===== src/hdl/tile_defs.svh =====
`ifndef TILE_DEFS_SVH
`define TILE_DEFS_SVH

// Port widths
`define TILE_ADDR_W    32  // Byte address, both ports
`define TILE_DATA_W    32  // Data word
`define TILE_LEN_W     8   // Vector length field

// Command layout
`define TILE_CMD_WORDS 4   // Words per command

// Fields of command word 0
`define TILE_OP_MSB    31
`define TILE_OP_LSB    28
`define TILE_LEN_MSB   27
`define TILE_LEN_LSB   20

// Exit code sits in the low bits of an END command
`define TILE_EXIT_W    16

`endif


===== src/hdl/tile_pkg.sv =====
`include "tile_defs.svh"

package tile_pkg;

  // Vector types with a meaning
  typedef logic [`TILE_ADDR_W-1:0] addr_t;   // Byte address
  typedef logic [`TILE_DATA_W-1:0] word_t;   // Data word
  typedef logic [`TILE_LEN_W-1:0]  len_t;    // Element count or index
  typedef logic [`TILE_EXIT_W-1:0] exit_t;   // Exit code
  typedef logic [63:0]             cycle_t;  // Cycle count

  // Command opcodes, any other encoding is illegal
  typedef enum logic [`TILE_OP_MSB-`TILE_OP_LSB:0] {
    OP_DOT  = 4'd1,   // Sum of element products
    OP_VADD = 4'd2,   // Element-wise sum
    OP_END  = 4'd15   // Stop with exit code
  } opcode_e;

  // Control FSM states
  typedef enum logic [2:0] {
    IDLE,    // Waiting for fetch enable
    FETCH,   // Four-word command read
    DECODE,  // Issue of the next element
    RD_A,
    RD_B,
    EXEC,    // Accumulator update
    WR,      // Result write
    DONE     // Parked after END
  } state_e;

endpackage


===== src/hdl/tile_ctrl_fsm.sv =====
`timescale 1ns/10ps

`include "tile_defs.svh"

module tile_ctrl_fsm import tile_pkg::*; (
  input  logic    clk,
  input  logic    rst_n_i,
  input  logic    fetch_enable_i,
  input  logic    fetch_done_i,
  input  logic    op_done_i,
  input  logic    last_elem_i,
  input  opcode_e opcode_i,
  input  exit_t   exit_i,
  output logic    fetch_start_o,
  output logic    rd_a_start_o,
  output logic    rd_b_start_o,
  output logic    wr_start_o,
  output logic    acc_clr_o,
  output logic    acc_en_o,
  output logic    cnt_clr_o,
  output logic    cnt_inc_o,
  output logic    busy_o,
  output logic    core_sleep_o,
  output logic    eoc_o,
  output exit_t   exit_code_o
);

  localparam exit_t exit_illegal = 16'hDEAD;  // Reported for unknown opcodes

  state_e state_q, state_d;
  logic   is_vec_op;  // DOT or VADD
  logic   eoc_q;
  exit_t  exit_q;

  assign is_vec_op = (opcode_i == OP_DOT) || (opcode_i == OP_VADD);

  always_comb begin
    state_d       = state_q;
    fetch_start_o = 1'b0;
    rd_a_start_o  = 1'b0;
    rd_b_start_o  = 1'b0;
    wr_start_o    = 1'b0;
    acc_clr_o     = 1'b0;
    acc_en_o      = 1'b0;
    cnt_clr_o     = 1'b0;
    cnt_inc_o     = 1'b0;
    case (state_q)
      IDLE: if (fetch_enable_i) begin
        fetch_start_o = 1'b1;
        state_d       = FETCH;
      end
      FETCH: if (fetch_done_i) begin
        if (is_vec_op) begin
          cnt_clr_o = 1'b1;  // Fresh element index
          acc_clr_o = 1'b1;
          state_d   = DECODE;
        end else begin
          state_d = DONE;    // END or illegal
        end
      end
      DECODE: begin
        rd_a_start_o = 1'b1;
        state_d      = RD_A;
      end
      RD_A: if (op_done_i) begin
        rd_b_start_o = 1'b1;  // B follows A directly
        state_d      = RD_B;
      end
      RD_B: if (op_done_i) state_d = EXEC;
      EXEC: begin
        acc_en_o = 1'b1;
        if (opcode_i == OP_VADD) begin
          wr_start_o = 1'b1;  // One write per element
          state_d    = WR;
        end else if (last_elem_i) begin
          // Index back to zero so the LSU writes at the bare destination base
          cnt_clr_o  = 1'b1;
          wr_start_o = 1'b1;
          state_d    = WR;
        end else begin
          cnt_inc_o = 1'b1;
          state_d   = DECODE;
        end
      end
      WR: if (op_done_i) begin
        if (opcode_i == OP_DOT || last_elem_i) begin
          fetch_start_o = 1'b1;  // Next command
          state_d       = FETCH;
        end else begin
          cnt_inc_o = 1'b1;
          state_d   = DECODE;
        end
      end
      DONE: state_d = DONE;  // Parked until reset
      default: state_d = IDLE;
    endcase
  end

  always_ff @(posedge clk or negedge rst_n_i) begin
    if (!rst_n_i) begin
      state_q <= IDLE;
      eoc_q   <= 1'b0;
      exit_q  <= '0;
    end else begin
      state_q <= state_d;
      // Exit code latched as the stopping command finishes fetching
      if (state_q == FETCH && fetch_done_i && !is_vec_op) begin
        eoc_q  <= 1'b1;
        exit_q <= (opcode_i == OP_END) ? exit_i : exit_illegal;
      end
    end
  end

  assign busy_o       = (state_q != IDLE) && (state_q != DONE);
  assign core_sleep_o = (state_q == IDLE);
  assign eoc_o        = eoc_q;
  assign exit_code_o  = exit_q;

endmodule


===== src/hdl/tile_step_counter.sv =====
`timescale 1ns/10ps

`include "tile_defs.svh"

module tile_step_counter import tile_pkg::*; (
  input  logic   clk,
  input  logic   rst_n_i,
  input  logic   cnt_clr_i,
  input  logic   cnt_inc_i,
  input  len_t   len_i,
  output len_t   idx_o,
  output logic   last_elem_o,
  output cycle_t mcycle_o
);

  len_t   idx_q;
  len_t   last_idx;  // Index of the final element
  cycle_t mcycle_q;

  // Zero length runs like length one
  assign last_idx = (len_i == '0) ? '0 : len_i - 1'b1;

  always_ff @(posedge clk or negedge rst_n_i) begin
    if (!rst_n_i) begin
      idx_q <= '0;
    end else if (cnt_clr_i) begin
      idx_q <= '0;  // Clear wins over increment
    end else if (cnt_inc_i) begin
      idx_q <= idx_q + 1'b1;
    end
  end

  // Free-running from reset
  always_ff @(posedge clk or negedge rst_n_i) begin
    if (!rst_n_i) begin
      mcycle_q <= '0;
    end else begin
      mcycle_q <= mcycle_q + 1'b1;
    end
  end

  assign idx_o       = idx_q;
  assign last_elem_o = (idx_q == last_idx);
  assign mcycle_o    = mcycle_q;

endmodule


===== src/hdl/tile_fetch_unit.sv =====
`timescale 1ns/10ps

`include "tile_defs.svh"

module tile_fetch_unit import tile_pkg::*; (
  input  logic    clk,
  input  logic    rst_n_i,
  input  addr_t   boot_addr_i,
  input  logic    fetch_start_i,
  output logic    instr_req_o,
  output addr_t   instr_addr_o,
  input  logic    instr_gnt_i,
  input  logic    instr_rvalid_i,
  input  word_t   instr_rdata_i,
  output logic    fetch_done_o,
  output opcode_e opcode_o,
  output len_t    len_o,
  output addr_t   a_base_o,
  output addr_t   b_base_o,
  output addr_t   d_base_o,
  output exit_t   exit_o
);

  localparam int cnt_w = $clog2(`TILE_CMD_WORDS);

  addr_t            pc_q;
  logic             booted_q;   // PC taken from boot address
  logic             req_q;
  logic             wait_q;     // Read granted, data pending
  logic             done_q;
  logic [cnt_w-1:0] word_cnt_q;
  word_t            cmd_q [`TILE_CMD_WORDS];

  always_ff @(posedge clk or negedge rst_n_i) begin
    if (!rst_n_i) begin
      pc_q       <= '0;
      booted_q   <= 1'b0;
      req_q      <= 1'b0;
      wait_q     <= 1'b0;
      done_q     <= 1'b0;
      word_cnt_q <= '0;
    end else begin
      done_q <= 1'b0;  // Single-cycle pulse
      if (fetch_start_i) begin
        req_q <= 1'b1;
        if (!booted_q) begin
          pc_q     <= boot_addr_i;  // First command only
          booted_q <= 1'b1;
        end
      end
      if (req_q && instr_gnt_i) begin
        req_q  <= 1'b0;
        wait_q <= 1'b1;
      end
      if (wait_q && instr_rvalid_i) begin
        wait_q <= 1'b0;
        if (word_cnt_q == cnt_w'(`TILE_CMD_WORDS - 1)) begin
          word_cnt_q <= '0;
          done_q     <= 1'b1;
          pc_q       <= pc_q + addr_t'(4 * `TILE_CMD_WORDS);  // Next command
        end else begin
          word_cnt_q <= word_cnt_q + 1'b1;
          req_q      <= 1'b1;  // Next word of this command
        end
      end
    end
  end

  // Command buffer
  always_ff @(posedge clk) begin
    if (wait_q && instr_rvalid_i) cmd_q[word_cnt_q] <= instr_rdata_i;
  end

  assign instr_req_o  = req_q;
  assign instr_addr_o = pc_q + {word_cnt_q, 2'b00};
  assign fetch_done_o = done_q;

  // Field decode of the buffered command
  assign opcode_o = opcode_e'(cmd_q[0][`TILE_OP_MSB:`TILE_OP_LSB]);
  assign len_o    = cmd_q[0][`TILE_LEN_MSB:`TILE_LEN_LSB];
  assign exit_o   = cmd_q[0][`TILE_EXIT_W-1:0];
  assign a_base_o = cmd_q[1];
  assign b_base_o = cmd_q[2];
  assign d_base_o = cmd_q[3];

endmodule


===== src/hdl/tile_lsu.sv =====
`timescale 1ns/10ps

`include "tile_defs.svh"

module tile_lsu import tile_pkg::*; (
  input  logic  clk,
  input  logic  rst_n_i,
  input  logic  rd_a_start_i,
  input  logic  rd_b_start_i,
  input  logic  wr_start_i,
  input  len_t  idx_i,
  input  addr_t a_base_i,
  input  addr_t b_base_i,
  input  addr_t d_base_i,
  input  word_t wdata_i,
  output logic  data_req_o,
  output addr_t data_addr_o,
  output logic  data_we_o,
  output word_t data_wdata_o,
  input  logic  data_gnt_i,
  input  logic  data_rvalid_i,
  input  word_t data_rdata_i,
  output logic  op_done_o,
  output word_t a_word_o,
  output word_t b_word_o
);

  logic  req_q;
  logic  we_q;
  logic  wait_q;   // Read granted, data pending
  logic  sel_b_q;  // Read targets operand B
  addr_t base_q;   // Base of the current access
  word_t a_word_q;
  word_t b_word_q;

  always_ff @(posedge clk or negedge rst_n_i) begin
    if (!rst_n_i) begin
      req_q   <= 1'b0;
      we_q    <= 1'b0;
      wait_q  <= 1'b0;
      sel_b_q <= 1'b0;
      base_q  <= '0;
    end else begin
      if (rd_a_start_i || rd_b_start_i || wr_start_i) begin
        req_q   <= 1'b1;
        we_q    <= wr_start_i;
        sel_b_q <= rd_b_start_i;
        base_q  <= wr_start_i   ? d_base_i :
                   rd_b_start_i ? b_base_i : a_base_i;
      end else if (req_q && data_gnt_i) begin
        req_q  <= 1'b0;
        we_q   <= 1'b0;
        wait_q <= !we_q;  // Writes get no response
      end
      if (wait_q && data_rvalid_i) wait_q <= 1'b0;
    end
  end

  // Operand holding registers
  always_ff @(posedge clk) begin
    if (wait_q && data_rvalid_i) begin
      if (sel_b_q) b_word_q <= data_rdata_i;
      else         a_word_q <= data_rdata_i;
    end
  end

  // Index stays put while a request is pending
  assign data_addr_o  = base_q + {idx_i, 2'b00};
  assign data_req_o   = req_q;
  assign data_we_o    = we_q;
  assign data_wdata_o = we_q ? wdata_i : '0;  // ALU result is stable during WR

  // Read done on rvalid, write done on grant
  assign op_done_o = (wait_q && data_rvalid_i) || (req_q && we_q && data_gnt_i);
  assign a_word_o  = a_word_q;
  assign b_word_o  = b_word_q;

endmodule


===== src/hdl/tile_alu_acc.sv =====
`timescale 1ns/10ps

`include "tile_defs.svh"

module tile_alu_acc import tile_pkg::*; (
  input  logic    clk,
  input  logic    rst_n_i,
  input  logic    acc_clr_i,
  input  logic    acc_en_i,
  input  opcode_e opcode_i,
  input  word_t   a_i,
  input  word_t   b_i,
  output word_t   result_o
);

  word_t prod;   // Low half of the product only
  word_t acc_q;

  assign prod = a_i * b_i;

  always_ff @(posedge clk or negedge rst_n_i) begin
    if (!rst_n_i) begin
      acc_q <= '0;
    end else if (acc_clr_i) begin
      acc_q <= '0;
    end else if (acc_en_i) begin
      if (opcode_i == OP_DOT) acc_q <= acc_q + prod;  // Wraps at 32 bits
      else                    acc_q <= a_i + b_i;     // VADD element
    end
  end

  assign result_o = acc_q;

endmodule


===== src/hdl/mini_tile.sv =====
`timescale 1ns/10ps

`include "tile_defs.svh"

module mini_tile import tile_pkg::*; (
  input  logic   clk,
  input  logic   rst_n_i,
  input  logic   fetch_enable_i,
  input  addr_t  boot_addr_i,
  // Instruction port
  output logic   instr_req_o,
  output addr_t  instr_addr_o,
  input  logic   instr_gnt_i,
  input  logic   instr_rvalid_i,
  input  word_t  instr_rdata_i,
  // Data port
  output logic   data_req_o,
  output addr_t  data_addr_o,
  output logic   data_we_o,
  output word_t  data_wdata_o,
  input  logic   data_gnt_i,
  input  logic   data_rvalid_i,
  input  word_t  data_rdata_i,
  // Status
  output logic   busy_o,
  output logic   core_sleep_o,
  output logic   eoc_o,
  output exit_t  exit_code_o,
  output cycle_t mcycle_o
);

  logic    fetch_start, fetch_done;
  logic    rd_a_start, rd_b_start, wr_start;
  logic    acc_clr, acc_en, cnt_clr, cnt_inc;
  logic    op_done, last_elem;
  opcode_e opcode;
  len_t    len, idx;
  addr_t   a_base, b_base, d_base;
  exit_t   exit_cmd;  // Exit field of the current command
  word_t   a_word, b_word, result;

  tile_ctrl_fsm u_ctrl (
    .clk           (clk),
    .rst_n_i       (rst_n_i),
    .fetch_enable_i(fetch_enable_i),
    .fetch_done_i  (fetch_done),
    .op_done_i     (op_done),
    .last_elem_i   (last_elem),
    .opcode_i      (opcode),
    .exit_i        (exit_cmd),
    .fetch_start_o (fetch_start),
    .rd_a_start_o  (rd_a_start),
    .rd_b_start_o  (rd_b_start),
    .wr_start_o    (wr_start),
    .acc_clr_o     (acc_clr),
    .acc_en_o      (acc_en),
    .cnt_clr_o     (cnt_clr),
    .cnt_inc_o     (cnt_inc),
    .busy_o        (busy_o),
    .core_sleep_o  (core_sleep_o),
    .eoc_o         (eoc_o),
    .exit_code_o   (exit_code_o)
  );

  tile_step_counter u_cnt (
    .clk        (clk),
    .rst_n_i    (rst_n_i),
    .cnt_clr_i  (cnt_clr),
    .cnt_inc_i  (cnt_inc),
    .len_i      (len),
    .idx_o      (idx),
    .last_elem_o(last_elem),
    .mcycle_o   (mcycle_o)
  );

  tile_fetch_unit u_fetch (
    .clk           (clk),
    .rst_n_i       (rst_n_i),
    .boot_addr_i   (boot_addr_i),
    .fetch_start_i (fetch_start),
    .instr_req_o   (instr_req_o),
    .instr_addr_o  (instr_addr_o),
    .instr_gnt_i   (instr_gnt_i),
    .instr_rvalid_i(instr_rvalid_i),
    .instr_rdata_i (instr_rdata_i),
    .fetch_done_o  (fetch_done),
    .opcode_o      (opcode),
    .len_o         (len),
    .a_base_o      (a_base),
    .b_base_o      (b_base),
    .d_base_o      (d_base),
    .exit_o        (exit_cmd)
  );

  tile_lsu u_lsu (
    .clk          (clk),
    .rst_n_i      (rst_n_i),
    .rd_a_start_i (rd_a_start),
    .rd_b_start_i (rd_b_start),
    .wr_start_i   (wr_start),
    .idx_i        (idx),
    .a_base_i     (a_base),
    .b_base_i     (b_base),
    .d_base_i     (d_base),
    .wdata_i      (result),
    .data_req_o   (data_req_o),
    .data_addr_o  (data_addr_o),
    .data_we_o    (data_we_o),
    .data_wdata_o (data_wdata_o),
    .data_gnt_i   (data_gnt_i),
    .data_rvalid_i(data_rvalid_i),
    .data_rdata_i (data_rdata_i),
    .op_done_o    (op_done),
    .a_word_o     (a_word),
    .b_word_o     (b_word)
  );

  tile_alu_acc u_alu (
    .clk      (clk),
    .rst_n_i  (rst_n_i),
    .acc_clr_i(acc_clr),
    .acc_en_i (acc_en),
    .opcode_i (opcode),
    .a_i      (a_word),
    .b_i      (b_word),
    .result_o (result)
  );

endmodule


===== config.mk =====
export PLATFORM = sky130hd
export DESIGN_NAME = mini_tile
export DESIGN_NICKNAME = d
export VERILOG_FILES = /design/src/hdl/tile_pkg.sv /design/src/hdl/tile_ctrl_fsm.sv /design/src/hdl/tile_step_counter.sv /design/src/hdl/tile_fetch_unit.sv /design/src/hdl/tile_lsu.sv /design/src/hdl/tile_alu_acc.sv /design/src/hdl/mini_tile.sv
export VERILOG_INCLUDE_DIRS = /design/src /design/src/hdl
export SDC_FILE = /design/constraint.sdc
export NUM_CORES = 2
export LEC_CHECK = 0
export ABC_AREA = 0
export BUFFER_PORTS_ARGS = -buffer_cell sky130_fd_sc_hd__buf_4
export CAP_MARGIN = 20
export CORE_AREA = 2 2 300 302
export DETAILED_ROUTE_END_ITERATION = 8
export DIE_AREA = 0 0 302 304
export GPL_TIMING_DRIVEN = 0
export SLEW_MARGIN = 20
export SYNTH_ARGS = -nofsm -noshare
export SYNTH_HDL_FRONTEND = slang
export SYNTH_SLANG_ARGS = --single-unit

===== constraint.sdc =====
create_clock -name clk -period 8.6 [get_ports clk]
set_input_delay 0.86 -clock clk [delete_from_list [all_inputs] [get_ports clk]]
set_output_delay 0.86 -clock clk [all_outputs]
set_load 0.05 [all_outputs]

== Word-level counts from Yosys, hierarchy flattened ==
Memory sizes are Yosys's and may differ from the RTL's.
Cells that the tools add are included.
Widths: inputs -> output; s select.

* Register bits: 262
* Latch bits: 0
* RAM bits: 128
* Memory bits (read-only): 0
* Input port bits: 103
* Output and inout bits: 182
* Word-level logic and storage cells: 140
* Memories: 1

{| class="wikitable"
|+ Memories
! name !! words !! bits a word !! rd ports !! clocked after Yosys merged registers in !! write ports !! RTL line !! RTL
|-
| u_fetch.cmd_q || 4 || 32 || 4 || 0 || 1 || tile_fetch_unit.sv:32 || <nowiki>word_t cmd_q [`TILE_CMD_WORDS];</nowiki>
|}

* Add/sub/neg operators: 9
* Multipliers: 1
* Divide/modulo/power cells: 0
* $lt $le $gt $ge: 0
* Equality and inequality tests: 19
* Shift operators: 0
* Muxes and demuxes: 62
* Bitwise logic cells: 1
* Reductions and logical operators: 28

{| class="wikitable"
|+ Operators with widths
! operator !! number
|-
| $mux 32 || 10
|-
| $add 32x32->32 || 2
|-
| $add 64x1->64 const B || 1
|-
| $mux 1 || 34
|-
| $add 32x10->32 || 1
|-
| $add 32x4->32 || 1
|-
| $add 32x5->32 const B || 1
|-
| $mul 32x32->32 || 1
|-
| $mux 3 || 8
|-
| $mux 8 || 3
|-
| $pmux 3 s8 || 1
|-
| $mux 16 || 1
|-
| $eq 3x3->1 const B || 4
|-
| $ne 2x2->1 const B || 5
|-
| $reduce_bool 2->1 || 5
|-
| $logic_and 1x1->1 || 9
|-
| $add 8x1->8 const B || 1
|-
| $eq 8x8->1 || 1
|-
| $logic_not 8->1 || 1
|-
| $sub 8x1->8 const B || 1
|-
| $eq 3x2->1 const B || 2
|-
| $pmux 1 s2 || 3
|-
| $reduce_and 2->1 || 3
|-
| $logic_or 1x1->1 || 5
|-
| 14 further kinds || 16
|}

== Longest topological paths before layout ==
An unclocked memory read counts as a cell.

* Word-level depth: 12
* Gate-level depth with buffers: 29
* Mapped depth without buffers: 27

== By module ==
From an unflattened synthesis, not the netlist that was laid out.

* Cells, all modules: 3584
* Area, all modules: 35843.1 um^2

{| class="wikitable"
|+ By module, submodules not included
! module !! times used !! cells each !! area each (um^2) !! seq. area each (um^2)
|-
| tile_alu_acc || 1 || 2232 || 19607.6 || 800.8
|-
| tile_fetch_unit || 1 || 445 || 6439.9 || 4674.5
|-
| tile_lsu || 1 || 444 || 4974.8 || 2822.7
|-
| tile_step_counter || 1 || 337 || 3611.0 || 1801.7
|-
| tile_ctrl_fsm || 1 || 126 || 1209.9 || 500.5
|}

== Worst setup path after synthesis ==
Ideal clock, no wire load.

* Path type: flip-flop to flip-flop
* Start point: register u_lsu.b_word_q[1] (netlist: u_lsu.b_word_o[1])
* End point: register u_alu.acc_q[31] (netlist: u_alu.result_o[31])
* Library setup time: 84 ps
* Arrival: 7012 ps
* Required time: 8516 ps
* Slack: 1505 ps
* Stages on the path, launching flop included: 26
* Path buffers: 2
* Clock period less this slack: 7095 ps
* Cells stage by stage: edfxtp_1 -> clkbuf_1 -> clkbuf_1 -> nand2_1 -> fa_1 -> fa_1 -> inv_1 -> fa_1 -> inv_1 -> fa_1 -> inv_1 -> fa_1 -> fa_1 -> fa_1 -> inv_1 -> fa_1 -> inv_1 -> ha_1 -> and4_1 -> and3_1 -> a22oi_1 -> a21oi_1 -> o41ai_1 -> o21ai_0 -> xnor2_1 -> o21ai_0

* Longest elaborated chain between the ends: 5
* Elaborated cells on any way between the ends: 6
* Classes of those cells: 2 x add/sub; 1 x mul; 3 x mux

{| class="wikitable"
|+ RTL lines
! element !! RTL line !! RTL
|-
| start, declared || tile_lsu.sv:34 || <nowiki>word_t b_word_q;</nowiki>
|-
| start signal, assigned || tile_lsu.sv:62 || <nowiki>if (sel_b_q) b_word_q <= data_rdata_i;</nowiki>
|-
| $mul 32x32->32 || tile_alu_acc.sv:19 || <nowiki>assign prod = a_i * b_i;</nowiki>
|-
| $add 32x32->32 || tile_alu_acc.sv:27 || <nowiki>if (opcode_i == OP_DOT) acc_q <= acc_q + prod;</nowiki>
|-
| $mux 32 (*) || tile_alu_acc.sv:27 ||
|-
| $mux 32 (*) || tile_alu_acc.sv:26 || <nowiki>end else if (acc_en_i) begin</nowiki>
|-
| $mux 32 (*) || tile_alu_acc.sv:24 || <nowiki>end else if (acc_clr_i) begin</nowiki>
|-
| end signal, assigned || tile_alu_acc.sv:27 ||
|-
| end signal, assigned || tile_alu_acc.sv:28 || <nowiki>else acc_q <= a_i + b_i;</nowiki>
|-
| end, declared || tile_alu_acc.sv:17 || <nowiki>word_t acc_q;</nowiki>
|}

Every way passes the cells marked *; elsewhere a longest branch is shown, timed or not. The select of a mux whose other input is x is not followed.
A chain may end at the register's enable or synchronous reset.

== Worst setup path in the final report ==
* Start point: register u_lsu.b_word_q[4] (netlist: u_lsu.b_word_o[4])
* End point: register u_alu.acc_q[30] (netlist: u_alu.result_o[30])

The elaborated chain is that of the path after synthesis.

==> metrics.md <==
| Metric | Value |
|---|---|
| Ratio of final minimum period to clock period | `97.02%` |
| Pin count of the biggest net entering global routing | `84` |
| # clock sinks | `between 300 and 400` |
| Final number of setup-violating endpoints | `0` |
| Fmax | `~120 MHz` |
| Top cell type's share of synthesized area | `about a quarter` |
| Cell variety after synth | `75` |
| Syn Std Cell Area | `35110 µm²` |
| Top area cells in the synthesized netlist | `fa_1 25%, edfxtp_1 16%, dfrtp_1 14%` |
| CTS Buffer Depth | `3` |
| Die W | `302 µm` |
| Inserted Clock Buffers | `40` |
| Worst slew margin relative to its limit | `28.28%` |
| Fin crit period | `approximately 8.3 ns` |
| Top sig layer | `met5` |
| Met3 Wirelength | `around 10000 µm` |
| # fillers | `8601` |
| Clk_skew | `0.04067 ns` |
| Post-DR wirelength/cell | `22.52 µm` |
| Critical path startpoint | `u_lsu.b_word_o[4]$_DFFE_PP_` |
| Area growth syn-to-layout | `15.28%` |
| Drt first-iter violations | `2316` |
| Grt total ovfl | `0` |
| Global Route Usage Sum | `25.35%` |
| Post-synthesis sequential area ratio | `between 30% and 40%` |
| Xor-xnor portion of the synthesized cell area | `5.962%` |
| CP endpoint kind | `register` |
| Crit path launch type | `register` |
| Routed WL | `about 120000 µm` |
| Area leader, netlist | `fa_1` |
| Vias in the first global route | `around 28000` |
| Met2 Wirelength | `53640 µm` |
| Synth Area in Simple Gates | `between 10% and 20%` |
| FF+latch count, synth | `386` |
| Post-route antenna net violation count | `0` |
| Via Count | `roughly 27000` |
| Clock latency on the worst-skew pair | `between 0.5 and 0.6 ns` |
| H-tree Lvls | `2` |
| Main combinational cell family by area after synthesis | `adder cells` |
| CTS root buf | `clkbuf_16` |
| Mapped Nets | `4289` |
| Post-CTS Hold Buffers | `0` |
| Design area | `around 40000 µm²` |
| FFs w/ async S/R, synth | `51.30%` |
| Chip height | `304 µm` |
| Via density | `between 5 and 6` |
| Die footprint | `91810 µm²` |
| Outcome | `finished, final reports clean` |
| Mux cell area share after synthesis | `0.3207%` |
| Post-synthesis compound-gate area fraction | `7.548%` |
| Number of max-cap violations | `0` |
| Metal-1 WL | `around 48000 µm` |
| Ys Warns | `0` |
| Mean Syn Cell Area | `around 10 µm²` |
| Global-route wire length before repair | `174900 µm` |
| Worst Path Class, Setup | `reg -> reg` |
| Starting Density | `39.43%` |
| Nets | `between 4000 and 5000` |
| Initial antenna violation count | `10` |
| Slew Viols, Final | `0` |
| CTS tree | `done` |
| Hold Crit Class | `in -> async` |
| Reg-to-reg endpoint | `u_alu.result_o[30]$_DFFE_PN0P_` |
| Final Hold Vio Count | `0` |
| CP endpoint | `u_alu.result_o[30]$_DFFE_PN0P_` |
| Layout cells sized above 1 | `around 11%` |
| Worst-path clk slew | `0.07 ns` |
| Reg2Reg Launch Point | `u_lsu.b_word_o[4]$_DFFE_PP_` |
| Remaining DRCs | `0` |
| Cell depth of the worst flop-to-flop path | `26` |
| Cells after Synth | `3572` |
| DP HPWL | `~90000 µm` |
| Worst-margin pin slew | `1.072 ns` |
| Main synth FF type | `dfrtp_1` |
| Num rows | `110` |
| Final core occ | `45.45%` |
| Arrival @ worst endpoint | `8.77 ns` |
| I/O Buffers | `284` |
| Placement Cell Area | `approximately 39000 µm²` |
| Post-synth EDFFs | `188` |
| Adder-cell share of the synthesized area | `31.31%` |
| Most numerous cell in the Yosys netlist | `inv_1` |
| R2R Setup Slk | `0.26 ns` |
| Final GP Congestion | `0.9647` |
| Synth top cells by count | `570 x inv_1, 441 x fa_1, 423 x nand2_1` |
| Core Box Area | `89050 µm²` |
| Pre-antenna DRT Iters | `6` |
| Io pins | `285` |
| Crit path required time | `about 9.0 ns` |
| Worst-path maximum fanout | `10` |
==> worst min path at each step <==
stage,depth (start not counted),endpoint,from
final,1,u_ctrl.exit_code_o[12]$_DFFE_PN0P_,rst_n_i
after CTS,1,u_ctrl.eoc_o$_DFFE_PN0P_,rst_n_i
after global placement,2,u_ctrl.exit_code_o[8]$_DFFE_PN0P_,u_fetch.cmd_q[0][8]$_DFFE_PP_
after global routing,1,u_ctrl.eoc_o$_DFFE_PN0P_,rst_n_i
after floorplan,2,u_ctrl.exit_code_o[13]$_DFFE_PN0P_,u_fetch.cmd_q[0][13]$_DFFE_PP_
after detailed placement,2,u_ctrl.exit_code_o[1]$_DFFE_PN0P_,u_fetch.cmd_q[0][1]$_DFFE_PP_
==> kinds of logic (layout without fill, tap and decap cells) <==
logic type,after synthesis,after routing
simple gates,1193,1193
buf+inv,714,1086
fa+ha+maj,614,614
compound gates,415,415
flops,386,386
xor+xnor,239,239
mux,11,11
other cells,0,6
==> layout make-up <==
class | count | area (µm²) | share of cell area (%)
Timing Repair Buffer | 299 | 2415 | 5.966
Multi-Input combinational cell | 2472 | 21850 | 53.98
Inverter | 572 | 2147 | 5.305
Antenna cell | 6 | 15.01 | 0.03710
Clock buffer | 51 | 1124 | 2.776
Clock inverter | 23 | 257.7 | 0.6368
Buffer | 141 | 598.1 | 1.478
Tap cell | 1176 | 1471 | 3.635
Sequential cell | 386 | 10600 | 26.19
==> layer usage <==
layer | track usage, % | up-vias
li1 | - | 12070
met1 | 34.76 | 13500
met2 | 40.47 | 1131
met3 | 5.362 | 181
met4 | 7.311 | 8
met5 | 0 | -
==> placed cells by master, fill, tap and decap left out, types with 7 or more instances in the layout <==
cell type,synthesis,routed
a211oi_1,10,10
a21boi_0,7,7
a21o_1,19,19
a21oi_1,137,136
a221o_1,37,37
a22oi_1,14,14
a31oi_1,13,13
and2_1,350,350
and3_1,38,34
and4_1,11,11
buf_2,8,11
buf_4,6,294
clkbuf_1,126,102
clkbuf_16,0,41
clkbuf_2,0,23
dfrtp_1,198,198
edfxtp_1,188,188
fa_1,441,441
ha_1,173,173
inv_1,570,570
mux2i_1,9,9
nand2_1,423,423
nand2b_1,13,13
nand3_1,73,73
nand4_1,27,27
nor2_1,157,156
nor2b_1,12,12
nor3_1,37,37
nor3b_1,7,7
nor4_1,9,9
o21a_1,9,9
o21ai_0,89,89
o21ai_1,18,18
o22ai_1,16,16
or2_2,10,10
or3_1,11,11
xnor2_1,156,156
xor2_1,83,83
==> flip-flops by register name, indices dropped and copies added, names as in the netlist, 2 cells and up <==
name and count:
u_alu.result_o 32, u_cnt.idx_o 8, u_cnt.mcycle_o 64, u_ctrl.exit_code_o 16
u_ctrl.state_q 3, u_fetch.cmd_q 124, u_fetch.pc_q 32, u_fetch.word_cnt_q 2
u_lsu.a_word_o 32, u_lsu.b_word_o 32, u_lsu.base_q 32
==> repair_timing <==
item | 4_1_cts | 5_1_grt
buffers inserted | 0 | 8
endpoints found under the setup margin | 11 | 7
resized for setup | 15 | 29
==> through the flow <==
step / std cells / hold slack (ns) / setup TNS, ns / setup WS, ns
2_1_floorplan: 3572 / 0.4447 / 0 / 1.505
3_3_place_gp: 5032 / 0.4560 / -6.789 / -1.029
3_5_place_dp: 5039 / 0.4635 / -4.721 / -0.7837
4_1_cts: 5112 / 0.1552 / 0 / 0.03799
5_1_grt: 5121 / 0.1673 / -0.04466 / -0.04466
6_report: 5126 / 0.1559 / 0 / 0.2565
==> critical path, stage by stage (launching register included) <==
cell and delay [ns]:
edfxtp_1 0.68, clkbuf_2 0.42, and2_1 0.29, fa_1 0.53
inv_1 0.05, fa_1 0.52, inv_1 0.05, fa_1 0.53
inv_1 0.07, fa_1 0.48, inv_1 0.05, fa_1 0.51
fa_1 0.45, fa_1 0.62, inv_1 0.08, fa_1 0.56
inv_1 0.05, ha_1 0.36, nand2_1 0.10, o21ai_0 0.12
nor4_1 0.31, o32a_1 0.26, a31oi_1 0.19, or3_1 0.40
nand3b_1 0.13, mux2i_1 0.28, nand2_1 0.08
Power is not shown: default switching activity piles up to over one toggle a cycle in this logic, so the estimate is an artifact.
